<file path="config.mk">
export PLATFORM = sky130hd
export DESIGN_NAME = alu_core
export DESIGN_NICKNAME = d
export VERILOG_FILES = /design/src/alu_pkg.sv /design/src/flags_pkg.sv /design/src/adder_subtractor.sv /design/src/alu.sv /design/src/alu_core.sv /design/src/shift_rotate_unit.sv
export SDC_FILE = /design/constraint.sdc
export NUM_CORES = 1
export LEC_CHECK = 0
export BUFFER_PORTS_ARGS = -buffer_cell sky130_fd_sc_hd__buf_2
export CORE_MARGIN = 3
export CORE_UTILIZATION = 55
export CTS_CLUSTER_DIAMETER = 30
export DETAILED_ROUTE_END_ITERATION = 10
export PLACE_DENSITY = 0.79
export SLEW_MARGIN = 10
export SYNTH_ARGS = -nofsm -noshare
export SYNTH_HDL_FRONTEND = slang
export SYNTH_SLANG_ARGS = --single-unit
</file>
<file path="constraint.sdc">
create_clock -name clk -period 5 [get_ports clk]
set_input_delay 1 -clock clk [delete_from_list [all_inputs] [get_ports clk]]
set_output_delay 1 -clock clk [all_outputs]
set_load 0.005 [all_outputs]
</file>
<file path="src/alu_pkg.sv">
// fixed 8-bit datapath with 16-bit hi:lo pairs; rotate masking only works while alu_width is a power of two
package alu_pkg;

	// byte width, fixed by the instruction set
	localparam int alu_width = 8;
	// hi:lo register pair
	localparam int pair_width = 2 * alu_width;
	// count mask for 8-bit rotates
	// count modulo alu_width, power of two only
	localparam int rot_mask = alu_width - 1;

	// one register
	typedef logic [alu_width-1:0] byte_t;

	// register pair, hi is the upper byte
	typedef struct packed {
		byte_t hi;
		byte_t lo;
	} pair_t;

	// both source pairs of one operation
	typedef struct packed {
		pair_t a;
		pair_t b;
	} operands_t;

	// external opcodes
	// codes 18 to 31 are unused and act as a hold
	typedef enum logic [4:0] {
		op_add     = 5'd0,
		op_adc     = 5'd1,
		op_addp    = 5'd2,
		op_addpsnx = 5'd3,
		op_sub     = 5'd4,
		op_sbc     = 5'd5,
		op_subp    = 5'd6,
		op_and     = 5'd7,
		op_orr     = 5'd8,
		op_xor     = 5'd9,
		op_inv     = 5'd10,
		op_lsl     = 5'd11,
		op_lsr     = 5'd12,
		op_asr     = 5'd13,
		op_rol     = 5'd14,
		op_ror     = 5'd15,
		op_rolc    = 5'd16,
		op_rorc    = 5'd17
	} alu_op_t;

	// adder/subtractor operations
	typedef enum logic [2:0] {
		as_add, as_adc, as_addp, as_addpsnx, as_sub, as_sbc, as_subp
	} addsub_op_t;

	// shift/rotate operations
	typedef enum logic [2:0] {
		sh_lsl, sh_lsr, sh_asr, sh_rol, sh_ror, sh_rolc, sh_rorc
	} shift_op_t;

	// which result bits decide the zero flag
	typedef enum logic { width_8, width_pair } op_width_t;

endpackage

</file>
<file path="src/flags_pkg.sv">
// processor flags are only carry and zero; no sign or overflow flag exists
package flags_pkg;

	// flag register layout
	// c is bit 1, z is bit 0
	typedef struct packed {
		// carry out, or no-borrow on subtracts
		logic c;
		// result zero, width picked per opcode
		logic z;
	} flags_t;

	// per-operation flag behaviour
	// hold passes the whole flag word and the a pair through
	typedef enum logic {
		flags_compute,
		flags_hold
	} flag_update_t;

endpackage

</file>
<file path="src/adder_subtractor.sv">
// combinational; carry after a subtract means no borrow, and addpsnx always returns carry 0
`timescale 1ns/1ps

module adder_subtractor
(
	input  alu_pkg::addsub_op_t op,
	input  alu_pkg::operands_t  opnds,
	input  logic                carry_in,
	output alu_pkg::pair_t      sum,
	output logic                carry_out
);

	import alu_pkg::*;

	// operation class
	logic is_sub;
	logic byte_op;
	// carry into bit 0
	logic cin;
	// second operand, after inversion or sign extension
	byte_t byte_b;
	pair_t pair_b;
	pair_t snx_b;
	// top bit of each sum is the carry
	logic [alu_width:0]  byte_res;
	logic [pair_width:0] pair_res;

	assign is_sub  = (op == as_sub) || (op == as_sbc) || (op == as_subp);
	assign byte_op = (op == as_add) || (op == as_adc) || (op == as_sub) || (op == as_sbc);

	// b.lo widened with its sign bit
	assign snx_b = pair_t'({{alu_width{opnds.b.lo[alu_width-1]}}, opnds.b.lo});

	// adc and sbc chain the stored carry
	// plain subtracts add the +1 of the two's complement
	always_comb
	begin
		case (op)
			as_adc, as_sbc:  cin = carry_in;
			as_sub, as_subp: cin = 1'b1;
			default:         cin = 1'b0;
		endcase
	end

	// a - b done as a + ~b + 1
	assign byte_b = is_sub ? ~opnds.b.lo : opnds.b.lo;

	always_comb
	begin
		if (op == as_addpsnx)
			pair_b = snx_b;
		else if (is_sub)
			pair_b = ~opnds.b;
		else
			pair_b = opnds.b;
	end

	// one byte adder, one pair adder
	assign byte_res = {1'b0, opnds.a.lo} + {1'b0, byte_b} + {{alu_width{1'b0}}, cin};
	assign pair_res = {1'b0, opnds.a} + {1'b0, pair_b} + {{pair_width{1'b0}}, cin};

	always_comb
	begin
		if (byte_op)
		begin
			// 8-bit ops clear hi
			sum       = '{hi: '0, lo: byte_res[alu_width-1:0]};
			carry_out = byte_res[alu_width];
		end
		else if ((op == as_addp) || (op == as_subp))
		begin
			sum       = pair_t'(pair_res[pair_width-1:0]);
			carry_out = pair_res[pair_width];
		end
		else if (op == as_addpsnx)
		begin
			// sum kept, carry dropped
			sum       = pair_t'(pair_res[pair_width-1:0]);
			carry_out = 1'b0;
		end
		else
		begin
			// spare encoding, never selected by the alu
			sum       = '0;
			carry_out = 1'b0;
		end
	end

	// hi of an 8-bit op must never leak into the pair result
	always_comb
	begin
		assert final (!byte_op || (sum.hi == '0))
			else $error("adder_subtractor: 8-bit op %s gave hi %h", op.name(), sum.hi);
	end

endmodule

</file>
<file path="src/alu.sv">
// combinational; unused opcodes return the a pair with flags untouched, z covers hi only for pair ops
`timescale 1ns/1ps

module alu
(
	input  alu_pkg::alu_op_t    op,
	input  alu_pkg::operands_t  opnds,
	input  flags_pkg::flags_t   flags_in,
	output alu_pkg::pair_t      result,
	output flags_pkg::flags_t   flags_out
);

	import alu_pkg::*;
	import flags_pkg::*;

	// which block answers the opcode
	typedef enum logic [1:0] { unit_addsub, unit_shift, unit_logic, unit_none } unit_t;

	unit_t        unit;
	addsub_op_t   as_op;
	shift_op_t    sh_op;
	op_width_t    width;
	flag_update_t update;

	pair_t as_sum;
	logic  as_carry;
	pair_t sh_result;
	logic  sh_carry;
	flag_update_t sh_update;
	byte_t logic_lo;
	logic  carry;

	adder_subtractor u_addsub
	(
		.op        (as_op),
		.opnds     (opnds),
		.carry_in  (flags_in.c),
		.sum       (as_sum),
		.carry_out (as_carry)
	);

	// count always comes from b.lo
	shift_rotate_unit u_shift
	(
		.op        (sh_op),
		.a         (opnds.a),
		.count     (opnds.b.lo),
		.carry_in  (flags_in.c),
		.shifted   (sh_result),
		.carry_out (sh_carry),
		.update    (sh_update)
	);

	// unit and zero width
	always_comb
	begin
		unit  = unit_none;
		width = width_8;
		case (op)
			op_add, op_adc, op_sub, op_sbc:
				unit = unit_addsub;
			op_addp, op_subp, op_addpsnx:
			begin
				unit  = unit_addsub;
				width = width_pair;
			end
			op_and, op_orr, op_xor, op_inv:
				unit = unit_logic;
			op_lsl, op_lsr, op_asr, op_rol, op_ror, op_rolc, op_rorc:
				unit = unit_shift;
			default:
				unit = unit_none;
		endcase
	end

	// internal codes, don't care outside their unit
	always_comb
	begin
		case (op)
			op_adc:     as_op = as_adc;
			op_addp:    as_op = as_addp;
			op_addpsnx: as_op = as_addpsnx;
			op_sub:     as_op = as_sub;
			op_sbc:     as_op = as_sbc;
			op_subp:    as_op = as_subp;
			default:    as_op = as_add;
		endcase
	end

	always_comb
	begin
		case (op)
			op_lsr:  sh_op = sh_lsr;
			op_asr:  sh_op = sh_asr;
			op_rol:  sh_op = sh_rol;
			op_ror:  sh_op = sh_ror;
			op_rolc: sh_op = sh_rolc;
			op_rorc: sh_op = sh_rorc;
			default: sh_op = sh_lsl;
		endcase
	end

	// logic ops on the lo bytes
	always_comb
	begin
		case (op)
			op_and:  logic_lo = opnds.a.lo & opnds.b.lo;
			op_orr:  logic_lo = opnds.a.lo | opnds.b.lo;
			op_xor:  logic_lo = opnds.a.lo ^ opnds.b.lo;
			op_inv:  logic_lo = ~opnds.a.lo;
			default: logic_lo = '0;
		endcase
	end

	// result and carry select
	always_comb
	begin
		case (unit)
			unit_addsub:
			begin
				result = as_sum;
				carry  = as_carry;
				update = flags_compute;
			end
			unit_shift:
			begin
				result = sh_result;
				carry  = sh_carry;
				update = sh_update;
			end
			unit_logic:
			begin
				// logic ops never touch carry
				result = '{hi: '0, lo: logic_lo};
				carry  = flags_in.c;
				update = flags_compute;
			end
			default:
			begin
				result = opnds.a;
				carry  = flags_in.c;
				update = flags_hold;
			end
		endcase
	end

	// zero flag
	always_comb
	begin
		flags_out.c = carry;
		if (update == flags_hold)
			flags_out.z = flags_in.z;
		else if (width == width_pair)
			flags_out.z = (result == '0);
		else
			flags_out.z = (result.lo == '0);
	end

endmodule

</file>
<file path="src/alu_core.sv">
// one-cycle registered ALU stage; no back-pressure, a new exec may come every cycle
`timescale 1ns/1ps

module alu_core
(
	input  logic                clk,
	input  logic                rst_n,
	input  logic                exec,
	input  alu_pkg::alu_op_t    op,
	input  alu_pkg::operands_t  opnds,
	output alu_pkg::pair_t      result,
	output flags_pkg::flags_t   flags,
	output logic                done
);

	import alu_pkg::*;
	import flags_pkg::*;

	// combinational answer for the current op
	pair_t  alu_result;
	flags_t alu_flags;

	// flag register fed back, so carry chains run back to back
	alu u_alu
	(
		.op        (op),
		.opnds     (opnds),
		.flags_in  (flags),
		.result    (alu_result),
		.flags_out (alu_flags)
	);

	// done follows exec by one cycle
	always_ff @(posedge clk)
	begin
		if (!rst_n)
			done <= 1'b0;
		else
			done <= exec;
	end

	// result and flags only move on exec
	always_ff @(posedge clk)
	begin
		if (!rst_n)
		begin
			result <= '0;
			flags  <= '0;
		end
		else if (exec)
		begin
			result <= alu_result;
			flags  <= alu_flags;
		end
	end

	// done only ever answers an exec one cycle earlier
	assert property (@(posedge clk) disable iff (!rst_n) done |-> $past(exec))
		else $error("alu_core: done without a preceding exec");

endmodule

</file>
<file path="src/shift_rotate_unit.sv">
// combinational 8-bit shifts and rotates; a zero count on lsl/lsr/asr/rol/ror holds a and flags
`timescale 1ns/1ps

module shift_rotate_unit
(
	input  alu_pkg::shift_op_t       op,
	input  alu_pkg::pair_t           a,
	input  alu_pkg::byte_t           count,
	input  logic                     carry_in,
	output alu_pkg::pair_t           shifted,
	output logic                     carry_out,
	output flags_pkg::flag_update_t  update
);

	import alu_pkg::*;
	import flags_pkg::*;

	// ops that take a count
	logic counted_op;
	logic count_zero;
	// count modulo alu_width for rotates
	byte_t rot_amt;
	// byte plus one carry position
	logic [alu_width:0] ext;
	// a.lo twice, so a shift of it is a rotate
	logic [pair_width-1:0] rot_buf;

	assign counted_op = (op == sh_lsl) || (op == sh_lsr) || (op == sh_asr)
		|| (op == sh_rol) || (op == sh_ror);
	assign count_zero = (count == '0);
	assign rot_amt    = count & byte_t'(rot_mask);

	always_comb
	begin
		ext       = '0;
		rot_buf   = '0;
		shifted   = '0;
		carry_out = carry_in;
		update    = flags_compute;

		if ((count_zero && counted_op) || (op > sh_rorc))
		begin
			// nothing changes, hi included
			shifted = a;
			update  = flags_hold;
		end
		else
		begin
			case (op)
				sh_lsl:
				begin
					// bit 8 catches the last bit out, 0 past a count of 8
					ext        = {1'b0, a.lo} << count;
					shifted.lo = ext[alu_width-1:0];
					carry_out  = ext[alu_width];
				end
				sh_lsr:
				begin
					// bit 0 catches the last bit out
					ext        = {a.lo, 1'b0} >> count;
					shifted.lo = ext[alu_width:1];
					carry_out  = ext[0];
				end
				sh_asr:
				begin
					// sign fills in, so past 8 the carry is the sign bit
					ext        = $signed({a.lo, 1'b0}) >>> count;
					shifted.lo = ext[alu_width:1];
					carry_out  = ext[0];
				end
				sh_rol:
				begin
					// top half of the doubled byte, carry untouched
					rot_buf    = {a.lo, a.lo} << rot_amt;
					shifted.lo = rot_buf[pair_width-1 -: alu_width];
				end
				sh_ror:
				begin
					// bottom half, carry untouched
					rot_buf    = {a.lo, a.lo} >> rot_amt;
					shifted.lo = rot_buf[alu_width-1:0];
				end
				sh_rolc:
				begin
					// 9-bit carry:lo rotated left by one
					{carry_out, shifted.lo} = {a.lo, carry_in};
				end
				default:
				begin
					// rorc, 9-bit carry:lo rotated right by one
					{shifted.lo, carry_out} = {carry_in, a.lo};
				end
			endcase
		end
	end

	// a hold must return the source pair untouched
	always_comb
	begin
		assert final ((update != flags_hold) || (shifted == a))
			else $error("shift_rotate_unit: hold on %s changed %h to %h",
				op.name(), a, shifted);
	end

endmodule

</file>
---- After elaboration in Yosys (flattened, before gate mapping) ----
Index checks and enable logic that the tools add are counted.
cells by class
  $add $sub $neg .......................... 4
  order comparisons ....................... 1
  eq/ne operators ......................... 32
  shifts and indexed selects .............. 5
  multiplexer cells ....................... 24
  bitwise operators ....................... 7
  reductions and logical operators ........ 30
operators with widths
  operator            number
  $mux 16             5
  $pmux 16 s3         1
  $pmux 8 s6          1
  $eq 5x4->1 const B  8
  $pmux 3 s6          2
  $pmux 8 s4          1
  $mux 8              3
  $eq 5x3->1 const B  4
  $add 16x16->17      1
  $add 17x1->17       1
  $logic_not 16->1    1
  $logic_not 8->1     2
  $not 16->16         1
  $not 8->8           2
  $shl 16x3->16       1
  $shr 16x3->8        1
  $eq 3x3->1 const B  5
  $reduce_or 7->1     2
  $eq 3x2->1 const B  4
  $logic_or 1x1->1    11
  $eq 5x2->1 const B  2
  $eq 5x5->1 const B  2
  $add 8x8->9         1
  $add 9x1->9         1
  27 further kinds    40
storage, ports and cells
  register bits ........................... 19
  bits of input ports ..................... 40
  output and inout bits ................... 19
  word-level logic and storage cells ...... 108

---- Logic depth before layout (Yosys ltp) ----
  depth after elaboration ................. 15
  gate-level depth with buffers ........... 19
  mapped depth without buffers ............ 16

---- Hierarchy ----
A second synthesis with hierarchy kept.
second synthesis, totals
  cells, all modules ...................... 749
  area total of the unflattened synthesis .. 5499.0 µm²
modules (own cells, without submodules)
  module             times used  cells an instance  area an instance (µm²)  seq. area each (µm²)
  shift_rotate_unit  1           269                1869.3                  0.0
  adder_subtractor   1           240                1682.9                  0.0
  alu                1           181                1231.2                  0.0
  alu_core           1           59                 715.7                   380.4

---- Least setup slack after synthesis ----
No wires, ideal clock.
  path type ............................... input to register
  from .................................... input port op[1]
  to ...................................... register flags[0] (netlist name)
  library setup time ...................... 0.096 ns
  arrival time ............................ 5.330 ns
  required time ........................... 4.904 ns
  path slack .............................. -0.426 ns
  stages on the path ...................... 18
  buffers on the path ..................... 3
  cell sequence ........................... clkbuf_1 -> and2_1 -> clkbuf_1 -> nor3_1 -> nand2_1 -> buf_2 -> xnor2_1 -> fa_1 -> fa_1 -> nand2b_1 -> a21oi_1 -> nor2_1 -> a22oi_1 -> o211ai_1 -> o32a_1 -> nor4b_2 -> nand4b_1 -> o41ai_2
on the way
  longest elaborated chain between the ends .. 15
  elaborated cells between the ends (all ways) .. 81
  classes of those cells .................. add/sub: 4; order compare: 1; eq/ne: 30; mux: 19; bitwise: 1; reduce/logical: 26
ends and longest elaborated chain
  element                                                     RTL line                                                                source
  start: declaration                                          alu_core.sv:9                                                           input alu_pkg::alu_op_t op,
  $eq 5x3->1, or another cell as far along                    alu.sv:59, alu.sv:79
  $pmux 3 s6                                                  alu.sv:79                                                               case (op)
  $eq 3x3->1                                                  adder_subtractor.sv:28, adder_subtractor.sv:29, adder_subtractor.sv:38
  $logic_or 1x1->1 (2 in series)                              adder_subtractor.sv:28                                                  assign is_sub = (op == as_sub) || (op == as_sbc) || (op == as_subp);
  $mux 16                                                     adder_subtractor.sv:52                                                  else if (is_sub)
  $mux 16                                                     adder_subtractor.sv:50                                                  if (op == as_addpsnx)
  $add 16x16->17                                              adder_subtractor.sv:60                                                  assign pair_res = {1'b0, opnds.a} + {1'b0, pair_b} + {{pair_width{1'b0}}, cin};
  $add 17x1->17                                               adder_subtractor.sv:60
  $mux 16                                                     adder_subtractor.sv:75                                                  else if (op == as_addpsnx)
  $mux 16                                                     adder_subtractor.sv:70                                                  else if ((op == as_addp) || (op == as_subp))
  $mux 16                                                     adder_subtractor.sv:64                                                  if (byte_op)
  $pmux 16 s3                                                 alu.sv:118                                                              case (unit)
  $logic_not 16->1 / $logic_not 8->1 (equally long branches)  alu.sv:154, alu.sv:156
  $mux 1                                                      alu.sv:153                                                              else if (width == width_pair)
  end signal: assignment                                      alu_core.sv:53                                                          flags <= alu_flags;
  end: declaration                                            alu_core.sv:12                                                          output flags_pkg::flags_t flags,
Several ways; a longest one is shown, not always the timed one.
A chain may end at the register's enable or synchronous reset.

---- Final worst setup path ----
Same ends and word-level chain as after synthesis.

==> flow_summary_export.csv <==
group,metric,value,unit
placed_design,placement.cell_area,5107,sq um
clock_tree,cts_sinks,19,
setup_path,cp.required,5170,ps
setup_path,cp-start-kind,"primary input",
final_layout,area_growth,7.518,%
clock_tree,htree_num_levels,1,
sta,fmax,0.2255,GHz
sta,setup_viol,0,
yosys,async_reset_ff_share,0,%
drt,via_per_inst,6.991,
power_and_ir_drop,p_leak,0.002142,uW
clock_tree,cts_root_buffer,"clkbuf_8",
global_routing,grt_overflow,0,
clock_tree,cts_resized,0,
setup_path,crit_top_cell,"fa_1",
drt,drtPass1Iterations,7,
sta,fin_skew,1.792,ps
floorplanning,start_util,57.47,%
final_layout,diodes,0,
sta,slew_viol_final,0,
final_layout,drive_above_1_share,16.47,%
global_routing,antenna_found_initial,0,
power_and_ir_drop,peakVddDrop,94.29,uV
worst_hold_path,worstHoldPathType,"flop to flop",
yosys,synth_edf_count,0,
sta,finalHoldViolCount,0,
setup_path,cp_data_arrival_time,4600,ps
setup_path,crit_chain,"buf_2, and2_1, nor3_4, nand2_2, xnor2_1, fa_1, fa_1, nand2b_1, a21oi_1, nor2_1, a22oi_1, o211ai_1, o32a_1, nor4b_2, nand4b_1, o41ai_2",
yosys,yosys-top-cells-area,"ha_1 9.9%, dfxtp_1 7.9%, o21ai_0 6.4%",
yosys,syn-instance-count,668,
floorplanning,io_pins,59,
floorplanning,die_y,99.36,um
yosys,synthFlopType,"dfxtp_1",
yosys,syn_nets,750,
clock_tree,cts_setup_buffers,0,
setup_path,critPathMaxStageDelay,440,ps
yosys,synth_area,4793,sq um
yosys,syn_area_per_cell,7.176,sq um
global_routing,grt_max_degree,35,
yosys,synth.distinct_cells,81,
floorplanning,dieArea,9871,sq um
final_layout,fin_area,5154,sq um
sta,relSlewSlack,49.01,%
global_routing,track_usage,31.93,%
global_routing,grt_pass1_wl,25900,um
power_and_ir_drop,power_density,154.8,nW/um^2
sta,tns,0,ps
placed_design,place_congestion,1.085,
yosys,synth_largest_area_cell,"ha_1",
clock_tree,clockBufferDepth,2,
drt,vias,5572,
global_routing,grt_pass1_vias,4884,
clock_tree,cts_inserted_buffers,3,
final_layout,layout_common_cells,"63 x nor2_1, 61 x o21ai_0, 58 x buf_2",
final_layout,layout_commonest_cell,"nor2_1",
setup_path,crit_path_end_kind,"flop",
sta,fin_crit,4435,ps
drt,drcViolationCount,0,
final_layout,fillers,791,
drt,drtIter0Drc,678,
final_layout,nets,775,
clock_tree,cts_hold_buf,0,
clock_tree,clk_pin_slew_worst_paths,70,ps
setup_path,cp_max_fo,4,
run_status,status,"finished clean",
sta,rsz0062_at_grt,"no",
yosys,synth_top_area_share,9.919,%
setup_path,crit_type,"primary input to flop",
clock_tree,clk_latency,260,ps
setup_path,cp_slowest_cell,"fa_1",
drt,final_antenna_net_count,0,
placed_design,portBuffers,58,
floorplanning,core_area,8341,sq um
drt,totalWireLength,16530,um
sta,post-route-period-util,88.71,%
placed_design,hpwl,12470,um
yosys,ys_warn_count,0,
floorplanning,die_w,99.36,um
floorplanning,row_count,33,
clock_tree,cts_tree,"done",
sta,hold_ws,494.0,ps
yosys,yosysSeqAreaShare,7.935,%
yosys,synth-seq-cells,19,
run,maxCapViolations,0,
drt,post_drt_wl_per_cell,20.74,um
sta,worst_pin_slew,754.6,ps
## per-layer routing
layer / share of wire [%] / GRT usage, %
met5: 0 / 0
met4: 2.2 / 7.038
met3: 12 / 4.208
met2: 43 / 48.24
met1: 42 / 48.14
## worst max-delay path: cells and delay by family
kind | cells | cell delay [ps]
AOI/OAI and AO/OA | 5 | 1370
xor gates and xnor gates | 1 | 160
adders and majority gates | 2 | 840
buffers and inverters | 1 | 110
and+or+nand+nor | 7 | 1130
## sequential cells by signal, summed over array words and instances (netlist names)
signal / flops
done: 1
flags: 2
result: 16
## cell usage after synthesis, types with 12 or more instances
cell      instances
dfxtp_1          19
nor3_1           12
nand2b_1         12
o22ai_1          14
o21a_1           15
ha_1             38
clkbuf_1         35
o211ai_1         12
a21oi_1          42
buf_2            16
a211oi_1         21
inv_1            26
o21ai_0          61
mux2i_1          26
xnor2_1          26
nand2_1          48
nor2_1           63
## stage by stage
stage	power, uW	cells	setup WS, ps	util (%)
floorplan	535.2	668	16.53	-
global placement	660.8	793	444.8	61.24
detailed placement	673.7	793	329.7	61.24
CTS	781.0	797	575.3	61.79
global route	848.6	797	351.6	61.79
finish	797.7	797	564.5	61.79
## cell families after synthesis
kind of cell	Yosys count	synth area share (%)
multiplexers	44	11.54
AO/OA/AOI/OAI	248	34.61
adder cells (fa/ha/maj)	42	11.59
buffers and inverters	81	7.152
flip-flops	19	7.935
AND/OR/NAND/NOR	206	22.06
XOR/XNOR	28	5.116
## area by class of cell
| class | count | area (sq um) | area share [%] |
|---|---|---|---|
| Timing Repair Buffer | 74 | 410.4 | 7.963 |
| Clock inverter | 1 | 5.005 | 0.09711 |
| Tap cell | 105 | 131.4 | 2.549 |
| Multi-Input combinational cell | 568 | 4084 | 79.24 |
| Sequential cell | 19 | 380.4 | 7.380 |
| Clock buffer | 3 | 41.29 | 0.8012 |
| Inverter | 27 | 101.3 | 1.966 |
## power breakdown
part / leakage [uW] / switching [uW] / internal [uW]
registers: 0.000157 / 6.16 / 162
logic: 0.00196 / 312 / 208
clock network: 0.0000255 / 53.4 / 55.5
## path summary, 6_finish.rpt
kind | startpoint | end | slack (ps) | depth (start not counted)
min | result[14] | result[14] | 490 | 2
max | op[1] | flags[0] | 560 | 16
max reg2reg | flags[1] | flags[0] | 1260 | 14
min reg2reg | result[14] | result[14] | 490 | 2
(Power assumes the default switching activity.)
